File: src/sprite_macros.svh
`ifndef SPRITE_MACROS_SVH
`define SPRITE_MACROS_SVH

// line geometry
`define LINE_PIXELS   64
`define POS_W         6
`define LINE_W        8
`define COLOR_W       8

// descriptor table and its fields
`define SPRITE_COUNT  8
`define IDX_W         3
`define SPR_X_W       7   // one spare bit so a sprite can start past the line
`define SPR_H_W       8
`define SPR_WW_W      4
`define SPR_PAL_W     6

// external memory
`define MEM_ADDR_W    16
`define MEM_WORD_W    16

`endif

File: src/video_pkg.sv
`include "sprite_macros.svh"

package video_pkg;

	// ------------------------------------------------------------------------
	// plain widths
	// ------------------------------------------------------------------------

	typedef logic [`LINE_W-1:0]  line_num_t;   // line number in the frame
	typedef logic [`POS_W-1:0]   pix_pos_t;    // pixel position in a line
	typedef logic [`COLOR_W-1:0] color_t;      // palette color sent to the display

	// ------------------------------------------------------------------------
	// line buffer entries
	// ------------------------------------------------------------------------

	// one stored pixel, opaque clear means nothing drawn here
	typedef struct packed {
		logic   opaque;
		color_t color;
	} buf_pixel_t;

	// pixel write from the fetcher, qualified by wr_strobe
	typedef struct packed {
		pix_pos_t   pos;
		buf_pixel_t pixel;
	} buf_write_t;

endpackage

File: src/sprite_pkg.sv
`include "sprite_macros.svh"

package sprite_pkg;

	// ------------------------------------------------------------------------
	// memory and table
	// ------------------------------------------------------------------------

	typedef logic [`MEM_ADDR_W-1:0] mem_addr_t;    // word address
	typedef logic [`MEM_WORD_W-1:0] mem_word_t;    // one packed word of pixels
	typedef logic [`IDX_W-1:0]      sprite_idx_t;  // descriptor number

	// bits per pixel of a sprite
	typedef enum logic [1:0] {
		cm_off = 2'd0,  // sprite disabled
		cm_4c  = 2'd1,  // 2 bpp, 8 px per word
		cm_16c = 2'd2   // 4 bpp, 4 px per word
	} color_mode_e;

	// one entry of the descriptor table, mode on top
	typedef struct packed {
		color_mode_e           mode;
		logic                  flip_x;
		logic [`SPR_X_W-1:0]   x;            // left edge, may lie past the line
		video_pkg::line_num_t  y;            // first line covered
		logic [`SPR_H_W-1:0]   height;       // lines covered
		logic [`SPR_WW_W-1:0]  width_words;  // words per sprite row
		logic [`SPR_PAL_W-1:0] pal;          // upper color bits
		mem_addr_t             base;         // address of row 0, word 0
	} sprite_desc_t;

	// fetcher FSM
	typedef enum logic [2:0] {
		st_idle,   // line done or drawing off
		st_desc,   // table address out
		st_check,  // table data in, mode and row test
		st_addr,   // first word address, request
		st_wait,   // waiting for the memory reply
		st_emit    // one pixel per cycle to the buffer
	} fetch_state_e;

endpackage

File: src/sprite_fetch.sv
`timescale 1ns/10ps
`include "sprite_macros.svh"

module sprite_fetch
(
	input  logic                     clk,
	input  logic                     arst_n,
	input  logic                     enable,
	input  logic                     frame_start,
	input  logic                     line_start,
	output sprite_pkg::sprite_idx_t  desc_addr,
	input  sprite_pkg::sprite_desc_t desc_data,
	output logic                     mem_req,
	output sprite_pkg::mem_addr_t    mem_addr,
	input  logic                     mem_valid,
	input  sprite_pkg::mem_word_t    mem_data,
	output logic                     wr_strobe,
	output video_pkg::buf_write_t    wr
);

	sprite_pkg::fetch_state_e state_q;
	video_pkg::line_num_t     line_q;     // line being drawn
	sprite_pkg::sprite_idx_t  idx_q;      // current descriptor
	sprite_pkg::sprite_desc_t desc_q;     // latched descriptor
	video_pkg::line_num_t     row_q;      // line - y
	logic [`SPR_WW_W-1:0]     word_q;     // word in sprite row
	logic [2:0]               cnt_q;      // pixel in word
	logic [7:0]               pos_q;      // line position that can run past the end
	sprite_pkg::mem_word_t    shift_q;    // word being unpacked msb first
	logic                     pend_q;     // request out and reply not back yet

	logic [8:0]               row_diff;
	logic                     row_hit;
	logic                     spr_hit;
	logic                     is_16c;
	logic                     last_pix;
	logic                     last_word;
	logic                     last_spr;
	logic                     on_line;
	logic [3:0]               pix_idx;
	logic [6:0]               span;       // sprite width in pixels
	video_pkg::color_t        pix_color;

	// ------------------------------------------------------------------------
	// descriptor test valid in st_check
	// ------------------------------------------------------------------------

	assign desc_addr = idx_q;
	assign row_diff  = {1'b0, line_q} - {1'b0, desc_data.y};  // borrow => above the sprite
	assign row_hit   = !row_diff[8] && (row_diff[7:0] < desc_data.height);
	assign spr_hit   = (desc_data.mode == sprite_pkg::cm_4c ||
		desc_data.mode == sprite_pkg::cm_16c) &&
		(desc_data.width_words != '0) && row_hit;
	assign last_spr  = idx_q == sprite_pkg::sprite_idx_t'(`SPRITE_COUNT - 1);

	// ------------------------------------------------------------------------
	// unpacking of the current word
	// ------------------------------------------------------------------------

	assign is_16c    = desc_q.mode == sprite_pkg::cm_16c;
	assign pix_idx   = is_16c ? shift_q[15:12] : {2'b00, shift_q[15:14]};
	// 16c index covers the two low palette bits
	assign pix_color = is_16c ? {desc_q.pal[5:2], shift_q[15:12]} :
		{desc_q.pal, shift_q[15:14]};
	assign last_pix  = is_16c ? (cnt_q == 3'd3) : (cnt_q == 3'd7);
	assign last_word = word_q == desc_q.width_words - 4'd1;
	assign span      = is_16c ? {1'b0, desc_q.width_words, 2'b00} :
		{desc_q.width_words, 3'b000};
	assign on_line   = pos_q < 8'(`LINE_PIXELS);  // clip right edge

	// ------------------------------------------------------------------------
	// control
	// ------------------------------------------------------------------------

	always_ff @(posedge clk or negedge arst_n)
	begin
		if (!arst_n)
		begin
			state_q   <= sprite_pkg::st_idle;
			line_q    <= '0;
			idx_q     <= '0;
			word_q    <= '0;
			cnt_q     <= '0;
			pend_q    <= 1'b0;
			mem_req   <= 1'b0;
			wr_strobe <= 1'b0;
		end
		else
		begin
			mem_req   <= 1'b0;  // single cycle strobes
			wr_strobe <= 1'b0;

			if (frame_start)
				line_q <= '0;
			else if (line_start)
				line_q <= line_q + 1'b1;

			// a reply to an aborted line still has to drain
			if (mem_req)
				pend_q <= 1'b1;
			else if (mem_valid)
				pend_q <= 1'b0;

			if (line_start)
			begin
				idx_q   <= '0;  // restart the table and drop the rest
				state_q <= enable ? sprite_pkg::st_desc : sprite_pkg::st_idle;
			end
			else
			begin
				case (state_q)
				sprite_pkg::st_desc:
					state_q <= sprite_pkg::st_check;
				sprite_pkg::st_check:
				begin
					if (spr_hit)
						state_q <= sprite_pkg::st_addr;
					else if (last_spr)
						state_q <= sprite_pkg::st_idle;
					else
					begin
						idx_q   <= idx_q + 1'b1;  // skip when off or not on this line
						state_q <= sprite_pkg::st_desc;
					end
				end
				sprite_pkg::st_addr:
				begin
					if (!pend_q)
					begin
						mem_req <= 1'b1;
						word_q  <= '0;
						state_q <= sprite_pkg::st_wait;
					end
				end
				sprite_pkg::st_wait:
				begin
					if (mem_valid)
					begin
						cnt_q   <= '0;
						state_q <= sprite_pkg::st_emit;
					end
				end
				sprite_pkg::st_emit:
				begin
					wr_strobe <= (pix_idx != 4'd0) && on_line;  // index 0 transparent
					cnt_q     <= cnt_q + 1'b1;
					if (last_pix)
					begin
						if (!last_word)
						begin
							mem_req <= 1'b1;  // next word of this row
							word_q  <= word_q + 1'b1;
							state_q <= sprite_pkg::st_wait;
						end
						else if (last_spr)
							state_q <= sprite_pkg::st_idle;
						else
						begin
							idx_q   <= idx_q + 1'b1;
							state_q <= sprite_pkg::st_desc;
						end
					end
				end
				default:
					state_q <= sprite_pkg::st_idle;
				endcase
			end
		end
	end

	// ------------------------------------------------------------------------
	// datapath
	// ------------------------------------------------------------------------

	always_ff @(posedge clk)
	begin
		case (state_q)
		sprite_pkg::st_check:
		begin
			desc_q <= desc_data;
			row_q  <= row_diff[7:0];
		end
		sprite_pkg::st_addr:
		begin
			// base + row * width_words
			mem_addr <= desc_q.base + sprite_pkg::mem_addr_t'(row_q) *
				sprite_pkg::mem_addr_t'(desc_q.width_words);
			// flipped sprites are drawn from their right edge leftwards
			pos_q <= desc_q.flip_x ? {1'b0, desc_q.x} + {1'b0, span} - 8'd1 :
				{1'b0, desc_q.x};
		end
		sprite_pkg::st_wait:
			if (mem_valid)
				shift_q <= mem_data;
		sprite_pkg::st_emit:
		begin
			shift_q <= is_16c ? shift_q << 4 : shift_q << 2;
			pos_q   <= desc_q.flip_x ? pos_q - 8'd1 : pos_q + 8'd1;
			wr.pos  <= video_pkg::pix_pos_t'(pos_q);
			wr.pixel.opaque <= 1'b1;
			wr.pixel.color  <= pix_color;
			if (last_pix)
				mem_addr <= mem_addr + 1'b1;  // words of a row are adjacent
		end
		default: ;
		endcase
	end

endmodule

File: src/line_buffer.sv
`timescale 1ns/10ps
`include "sprite_macros.svh"

module line_buffer
(
	input  logic                  clk,
	input  logic                  arst_n,
	input  logic                  line_start,
	input  logic                  wr_strobe,
	input  video_pkg::buf_write_t wr,
	input  video_pkg::pix_pos_t   rd_pos,
	input  logic                  rd_clear,
	output video_pkg::buf_pixel_t rd_pixel
);

	// ------------------------------------------------------------------------
	// storage
	// ------------------------------------------------------------------------

	video_pkg::buf_pixel_t bank [2][`LINE_PIXELS];  // two line images

	logic sel_q;  // front bank, the one being shown
	logic back;   // bank being drawn

	assign back = ~sel_q;

	// read side, combinational from the front bank
	assign rd_pixel = bank[sel_q][rd_pos];

	// ------------------------------------------------------------------------
	// bank select
	// ------------------------------------------------------------------------

	always_ff @(posedge clk or negedge arst_n)
	begin
		if (!arst_n)
			sel_q <= 1'b0;
		else if (line_start)
			sel_q <= ~sel_q;  // drawn line goes on screen
	end

	// ------------------------------------------------------------------------
	// writes and clears
	// ------------------------------------------------------------------------

	// draw into the back bank, later writes win
	// scan-out wipes each front location it has read, so the bank
	// comes back blank when it turns into the back bank again
	always_ff @(posedge clk or negedge arst_n)
	begin
		if (!arst_n)
		begin
			for (int b = 0; b < 2; b++)
			begin
				for (int i = 0; i < `LINE_PIXELS; i++)
				begin
					bank[b][i] <= '0;
				end
			end
		end
		else
		begin
			if (wr_strobe)
				bank[back][wr.pos] <= wr.pixel;
			if (rd_clear)
				bank[sel_q][rd_pos] <= '0;  // other bank, never collides
		end
	end

endmodule

File: src/line_scanout.sv
`timescale 1ns/10ps
`include "sprite_macros.svh"

module line_scanout
(
	input  logic                  clk,
	input  logic                  arst_n,
	input  logic                  line_start,
	input  logic                  pix_strobe,
	output video_pkg::pix_pos_t   rd_pos,
	output logic                  rd_clear,
	input  video_pkg::buf_pixel_t rd_pixel,
	output video_pkg::color_t     pixel,
	output logic                  pix_valid
);

	video_pkg::pix_pos_t pos_q;   // next pixel to show
	logic                at_end;  // last pixel of the line

	assign at_end   = pos_q == video_pkg::pix_pos_t'(`LINE_PIXELS - 1);
	assign rd_pos   = pos_q;
	assign rd_clear = pix_strobe;  // wipe what is read this cycle

	// ------------------------------------------------------------------------
	// position and valid
	// ------------------------------------------------------------------------

	always_ff @(posedge clk or negedge arst_n)
	begin
		if (!arst_n)
		begin
			pos_q     <= '0;
			pix_valid <= 1'b0;
		end
		else
		begin
			pix_valid <= pix_strobe;  // one cycle after the strobe
			if (line_start)
				pos_q <= '0;
			else if (pix_strobe && !at_end)
				pos_q <= pos_q + 1'b1;  // holds on the last pixel
		end
	end

	// transparent shows as color 0
	always_ff @(posedge clk)
	begin
		if (pix_strobe)
			pixel <= rd_pixel.opaque ? rd_pixel.color : '0;
	end

endmodule

File: src/sprite_engine.sv
`timescale 1ns/10ps

module sprite_engine
(
	input  logic                     clk,
	input  logic                     arst_n,
	input  logic                     enable,
	input  logic                     frame_start,
	input  logic                     line_start,
	input  logic                     pix_strobe,
	output sprite_pkg::sprite_idx_t  desc_addr,
	input  sprite_pkg::sprite_desc_t desc_data,
	output logic                     mem_req,
	output sprite_pkg::mem_addr_t    mem_addr,
	input  logic                     mem_valid,
	input  sprite_pkg::mem_word_t    mem_data,
	output video_pkg::color_t        pixel,
	output logic                     pix_valid
);

	// fetcher to buffer
	logic                  wr_strobe;
	video_pkg::buf_write_t wr;

	// scan-out to buffer
	video_pkg::pix_pos_t   rd_pos;
	logic                  rd_clear;
	video_pkg::buf_pixel_t rd_pixel;

	// ------------------------------------------------------------------------
	// producer, buffer, consumer
	// ------------------------------------------------------------------------

	sprite_fetch u_fetch
	(
		.clk         (clk),
		.arst_n      (arst_n),
		.enable      (enable),
		.frame_start (frame_start),
		.line_start  (line_start),
		.desc_addr   (desc_addr),
		.desc_data   (desc_data),
		.mem_req     (mem_req),
		.mem_addr    (mem_addr),
		.mem_valid   (mem_valid),
		.mem_data    (mem_data),
		.wr_strobe   (wr_strobe),
		.wr          (wr)
	);

	line_buffer u_buffer
	(
		.clk        (clk),
		.arst_n     (arst_n),
		.line_start (line_start),
		.wr_strobe  (wr_strobe),
		.wr         (wr),
		.rd_pos     (rd_pos),
		.rd_clear   (rd_clear),
		.rd_pixel   (rd_pixel)
	);

	line_scanout u_scanout
	(
		.clk        (clk),
		.arst_n     (arst_n),
		.line_start (line_start),
		.pix_strobe (pix_strobe),
		.rd_pos     (rd_pos),
		.rd_clear   (rd_clear),
		.rd_pixel   (rd_pixel),
		.pixel      (pixel),
		.pix_valid  (pix_valid)
	);

endmodule

File: config.mk
export PLATFORM = sky130hd
export DESIGN_NAME = sprite_engine
export DESIGN_NICKNAME = d
export VERILOG_FILES = /design/src/video_pkg.sv /design/src/sprite_pkg.sv /design/src/sprite_fetch.sv /design/src/line_buffer.sv /design/src/line_scanout.sv /design/src/sprite_engine.sv
export VERILOG_INCLUDE_DIRS = /design/src /design/src/src
export SDC_FILE = /design/constraint.sdc
export NUM_CORES = 2
export LEC_CHECK = 0
export ABC_AREA = 1
export ABC_CLOCK_PERIOD_IN_PS = 4350
export BUFFER_PORTS_ARGS = -buffer_cell sky130_fd_sc_hd__buf_2
export CORE_MARGIN = 10
export CORE_UTILIZATION = 48
export DETAILED_ROUTE_END_ITERATION = 16
export PLACE_DENSITY_LB_ADDON = 0.05
export SLEW_MARGIN = 25
export SYNTH_ARGS = -nofsm -noshare
export SYNTH_HDL_FRONTEND = slang
export SYNTH_SLANG_ARGS = --single-unit
export TNS_END_PERCENT = 10
File: constraint.sdc
create_clock -name clk -period 4.35 [get_ports clk]
set_clock_uncertainty 0.1 [all_clocks]
set_input_delay 0.6525 -clock clk [delete_from_list [all_inputs] [get_ports clk]]
set_output_delay 0.6525 -clock clk [all_outputs]
set_load 0.02 [all_outputs]
# After elaboration in Yosys (flattened, before gate mapping)
# Index checks and enable logic that the tools add are counted.
[totals]
wordCells = 423
inputBits = 75
regBits = 1290
out_inout_bits = 29
[op_classes]
n_lt_le_gt_ge = 10
n_reduce_logical = 26
n_bitwise = 8
n_mux = 63
n_eq_ne = 22
n_mul = 1
n_addsub = 13
[ops]
columns = ["operator", "n"]
rows = [
  ["$mux 576", 5],
  ["$mux 1152", 2],
  ["$and 1152x1152->1152", 1],
  ["$bwmux 1152", 1],
  ["$demux 576 s1", 2],
  ["$not 1152->1152", 1],
  ["$demux 9 s6", 2],
  ["$pmux 16 s2", 2],
  ["$bmux 9 s6", 1],
  ["$mux 16", 3],
  ["$mux 3", 12],
  ["$mux 9", 4],
  ["$mux 8", 4],
  ["$mux 4", 5],
  ["$add 16x1->16 const B", 1],
  ["$add 16x12->16", 1],
  ["$add 8x1->8 const B", 2],
  ["$pmux 8 s2", 1],
  ["$sub 8x1->8 const B", 2],
  ["$pmux 3 s5", 1],
  ["$ge 7x7->1 const B", 2],
  ["$lt 7x1->1 const B", 2],
  ["$not 6->7", 2],
  ["$eq 3x3->1 const B", 4],
  ["39 further kinds", 80],
]

# Depth between registers and ports, before layout
[depth]
word_depth = 11
ltp_mapped = 19
mapped_depth_nobuf = 18

# Cells and area by module
# From an unflattened synthesis, not the netlist that was laid out.
[hier_totals]
cells_unflattened = 9185
hier_area_um2 = 69927.1
[modules_own_cells]
columns = ["module", "seq_area_each_um2", "cells_per_inst", "n_inst", "area_per_inst_um2"]
rows = [
  ["line_buffer", 28852.7, 8166, 1, 61103.6],
  ["sprite_fetch", 3543.4, 940, 1, 8110.3],
  ["line_scanout", 415.4, 79, 1, 713.2],
]

# Least setup slack after synthesis
# OpenSTA, ideal clock, no wires.
[synth_path]
kind = "reg-to-reg"
startpoint = "register u_fetch.desc_q[24] in the netlist's numbering"
endpoint = "register u_fetch.mem_addr[12] (data pin)"
stages_incl_launch_ff = 18
setup_ns = 0.255
n_path_buf = 1
path_slack_ns = 0.531
t_arrival_ns = 3.465
period_less_slack_ns = 3.819
t_required_ns = 3.995
cell_sequence = "edfxtp_1 clkbuf_1 nand2_1 inv_1 fa_1 fa_1 inv_1 fa_1 inv_1 ha_1 nand2_1 nor2_1 nand3_1 nand3_1 a21boi_0 or2_2 nand3_1 nand2_1"
[synth_via]
elab_chain_len = 3
[synth_lines]
columns = ["item", "line_no", "text"]
rows = [
  ["start, declared", "sprite_fetch.sv:24", "sprite_pkg::sprite_desc_t desc_q;"],
  ["start signal, assigned", "sprite_fetch.sv:180", "desc_q <= desc_data;"],
  ["$mul 8x4->12", "sprite_fetch.sv:186", "mem_addr <= desc_q.base + sprite_pkg::mem_addr_t'(row_q) *"],
  ["$add 16x12->16", "sprite_fetch.sv:186", ""],
  ["$pmux 16 s2", "sprite_fetch.sv:177", "case (state_q)"],
  ["end signal, assigned", "sprite_fetch.sv:186", ""],
  ["end signal, assigned", "sprite_fetch.sv:203", "mem_addr <= mem_addr + 1'b1;"],
  ["end, declared", "sprite_fetch.sv:14", "output sprite_pkg::mem_addr_t mem_addr,"],
]
# No other way between the ends.
# A chain may end at the register's enable or synchronous reset.

# Final worst setup path
[layout_path]
startpoint = "register u_fetch.desc_q[23] in the netlist's numbering"
endpoint = "register u_fetch.mem_addr[12] (data pin)"
# Same word-level chain as after synthesis.

==> flow_summary.json <==
{
  "core_um2": 142000,
  "leakage_nw": 35.0,
  "die_x_um": 397,
  "multi_input_area_um2": 28400,
  "cp.arrival_ns": 4.51,
  "initial_core_util_pct": 48.3,
  "min_from": "mem_data[4]",
  "cp.required_ns": 4.80,
  "gp_congestion": 0.887,
  "period_share_pct": 93.2,
  "avgSynthCellArea_um2": 7.49,
  "ys_ff_latch": 1290,
  "highest_layer": "met5",
  "antenna_found_initial": 8,
  "track_usage_pct": 29.5,
  "slew_violations": 0,
  "drive_gt1_share_pct": 6.46,
  "hold_viol_final": 0,
  "rows": 138,
  "pwr_density_cell_nw_per_um2": 441,
  "synth_edf_count": 106,
  "ys.flop_type": "dfrtp_1",
  "worstPathMaxFanout": 11,
  "r2r-end": "u_fetch.mem_addr[12]",
  "post_cts_resized": 0,
  "nets": 9132,
  "cts-root-buf": "clkbuf_16",
  "synth-async-reset-ratio_pct": 91.8,
  "cts.sinks": 1290,
  "min_to": "u_fetch.shift_q[4]",
  "worst_pin_slew_ns": 1.15,
  "slowest_delay_ns": 0.56,
  "wl_per_cell_um": 21.8,
  "grt_pass1_wl_mm": 366,
  "drt-met1-wl_mm": 105,
  "synth_warnings": 0,
  "critPathBufInv": 3,
  "dr_wl_met2_mm": 107,
  "wirelength_mm": 239,
  "mostFrequentLayoutCell": "nand2_1",
  "cts_tree": "built",
  "htree_levels": 4,
  "synth_nets": 9282,
  "drt_iter0_drc": 7224,
  "tns_ns": 0,
  "antenna_violating_nets_post_route": 0,
  "firstDrtPassIters": 8,
  "grt_max_degree": 196,
  "clock.fmax_mhz": 247,
  "reg2reg_slack_ns": 0.30,
  "fin_cells": 11000,
  "setup_viol": 0,
  "max-vdd-ir-drop_mv": 0.509,
  "syn_area_um2": 68400,
  "worstReg2RegStart": "u_fetch.desc_q[23]",
  "dp_hpwl_mm": 145,
  "hold_class": "input pin to register",
  "grt_overflow": 0,
  "fill_cells": 13800,
  "status": "finished, final reports clean",
  "tritoncts.num_buffers": 150,
  "final_cell_mix": "nand2_1, nor2_1, dfrtp_1",
  "routed_via_density": 5.70,
  "worstPathCellList": "nand2_1 -> inv_1 -> fa_1 -> fa_1 -> inv_1 -> fa_1 -> inv_1 -> ha_1 -> nand2_1 -> nor2_1 -> nand3_1 -> nand3_1 -> a21boi_0 -> or2_2 -> nand3_1 -> nand2_1",
  "met3WireLength_mm": 18.8,
  "end_kind": "register",
  "vias": 62500,
  "holdPathStages": 3,
  "min_period_ns": 4.05,
  "dp.cells": 10700,
  "io_pins": 104,
  "drcViolationCount": 0,
  "rsz0062_at_grt": "no",
  "syn_inst": 9121,
  "crit_slowest_cell": "edfxtp_1",
  "start_kind": "register",
  "maxSlewHeadroom_pct": 23.6,
  "chipHeight_um": 397,
  "crit_family": "adder cells",
  "dieArea_um2": 158000,
  "path_clk_slew_ns": 0.06,
  "worstSetupPathType": "register to register",
  "synth.distinct_cells": 44,
  "grt_pass1_vias": 59600,
  "rr_worst_depth": 16,
  "clock_latency_ns": 0.79,
  "io_buffers": 103,
  "max-cap-violations": 0,
  "synth_seq_area_share_pct": 48.0,
  "clockBufferDepth": 3,
  "regArea_um2": 32800,
  "syn2layout_area_growth_pct": 10.6
}
worst register-to-register path: stages (launching register included):
cell and delay, ns:
edfxtp_1 0.56, nand2_1 0.12, inv_1 0.06, fa_1 0.50, fa_1 0.50, inv_1 0.05
fa_1 0.47, inv_1 0.04, ha_1 0.38, nand2_1 0.09, nor2_1 0.19, nand3_1 0.11
nand3_1 0.14, a21boi_0 0.12, or2_2 0.28, nand3_1 0.08, nand2_1 0.05
sequential cells by signal, summed over array words and instances (netlist names), 3 cells and up:
register           flops
u_fetch.line_q         8
u_fetch.desc_addr      3
u_fetch.shift_q       16
u_fetch.pos_q          8
u_scanout.pixel        8
u_buffer.bank       1152
u_fetch.row_q          8
u_fetch.word_q         4
u_fetch.wr            14
u_fetch.state_q        3
u_fetch.desc_q        36
u_fetch.cnt_q          3
u_fetch.mem_addr      16
u_scanout.rd_pos       6
report_power, final:
part           leakage (nW)  internal [mW]  switching [mW]
combinational          16.8           2.16            5.92
sequential             15.9           12.5           0.261
clock                  2.36           7.28            5.24
total                  35.0           21.9            11.4
cell type report:
class | count | area share [%]
Tap cell | 1890 | 3.13
Clock inverter | 20 | 0.245
Timing Repair Buffer | 300 | 3.62
Antenna cell | 1 | 0.00331
Sequential cell | 1290 | 43.4
Multi-Input combinational cell | 6033 | 37.6
Inverter | 1196 | 5.96
Clock buffer | 239 | 6.09
how the worst max path moves through the flow:
| stage | start | endpoint | slack, ns | cells after the start |
|---|---|---|---|---|
| final | u_fetch.desc_q[23] | u_fetch.mem_addr[12] | 0.30 | 16 |
| after global routing | u_fetch.desc_q[23] | u_fetch.mem_addr[12] | 0.10 | 16 |
| after CTS | u_fetch.desc_q[23] | u_fetch.mem_addr[12] | 0.29 | 16 |
| after detailed placement | u_fetch.desc_q[23] | u_fetch.mem_addr[12] | 0.29 | 16 |
| after global placement | u_fetch.desc_q[23] | u_fetch.mem_addr[12] | 0.32 | 18 |
| after floorplan | u_fetch.desc_q[24] | u_fetch.mem_addr[12] | 0.53 | 17 |
cells in the mapped netlist (4+ instances only):
master / n / area share (%)
ha_1: 62 / 1.1
o22ai_1: 681 / 6.2
xor2_1: 18 / 0.23
clkinv_1: 11 / 0.060
buf_1: 51 / 0.28
a21oi_1: 821 / 6.0
o21ai_1: 6 / 0.044
nor2_2: 51 / 0.47
inv_1: 1152 / 6.3
nand4_1: 7 / 0.064
nand3_1: 374 / 2.7
buf_2: 288 / 2.1
a21o_1: 4 / 0.044
buf_4: 27 / 0.30
nand3b_1: 4 / 0.044
o211ai_1: 20 / 0.22
fa_1: 24 / 0.70
xnor2_1: 12 / 0.15
o21ai_0: 386 / 2.8
edfxtp_1: 106 / 4.7
nor3_1: 386 / 2.8
nor2_4: 7 / 0.12
dfrtp_1: 1184 / 43
nand2_1: 1853 / 10
inv_2: 33 / 0.18
clkbuf_1: 234 / 1.3
nor2_1: 1287 / 7.1
cell families (layout without fill, tap and decap cells):
logic type	Yosys count	in the layout	share of synthesized area (%)
muxes	1	1	0.0146
adders and majority gates	86	86	1.84
and+or+nand+nor	3982	3982	23.6
other	0	1	0
AOI/OAI and AO/OA	1934	1934	15.6
DFF	1290	1290	48.0
xor gates and xnor gates	30	30	0.384
buffers and inverters	1798	1755	10.6
stage by stage:
step	hold slack, ns	area [µm²]	setup WS [ns]	power [mW]	util [%]
2_1_floorplan	0.257	68400	0.531	18.1	-
3_3_place_gp	0.301	70400	0.324	20.9	49.7
3_5_place_dp	0.307	70400	0.291	20.9	49.7
4_1_cts	0.00354	75600	0.291	33.4	53.4
5_1_grt	0.0240	75600	0.102	34.8	53.4
6_report	0.0509	75600	0.296	33.4	53.4
layer usage:
metal  up-vias  track usage (%)
li1      29200                -
met3       450             5.25
met5         -                0
met4        10             10.5
met1     30300             41.7
met2      2496             45.4
repair_timing:
action | in CTS | in global routing
setup buffers | 0 | 0
hold endpoints to repair | 89 | 0
hold buffers | 41 | 0
setup endpoints to repair | 0 | 0
No activity file was read; power rests on OpenSTA's default activity.
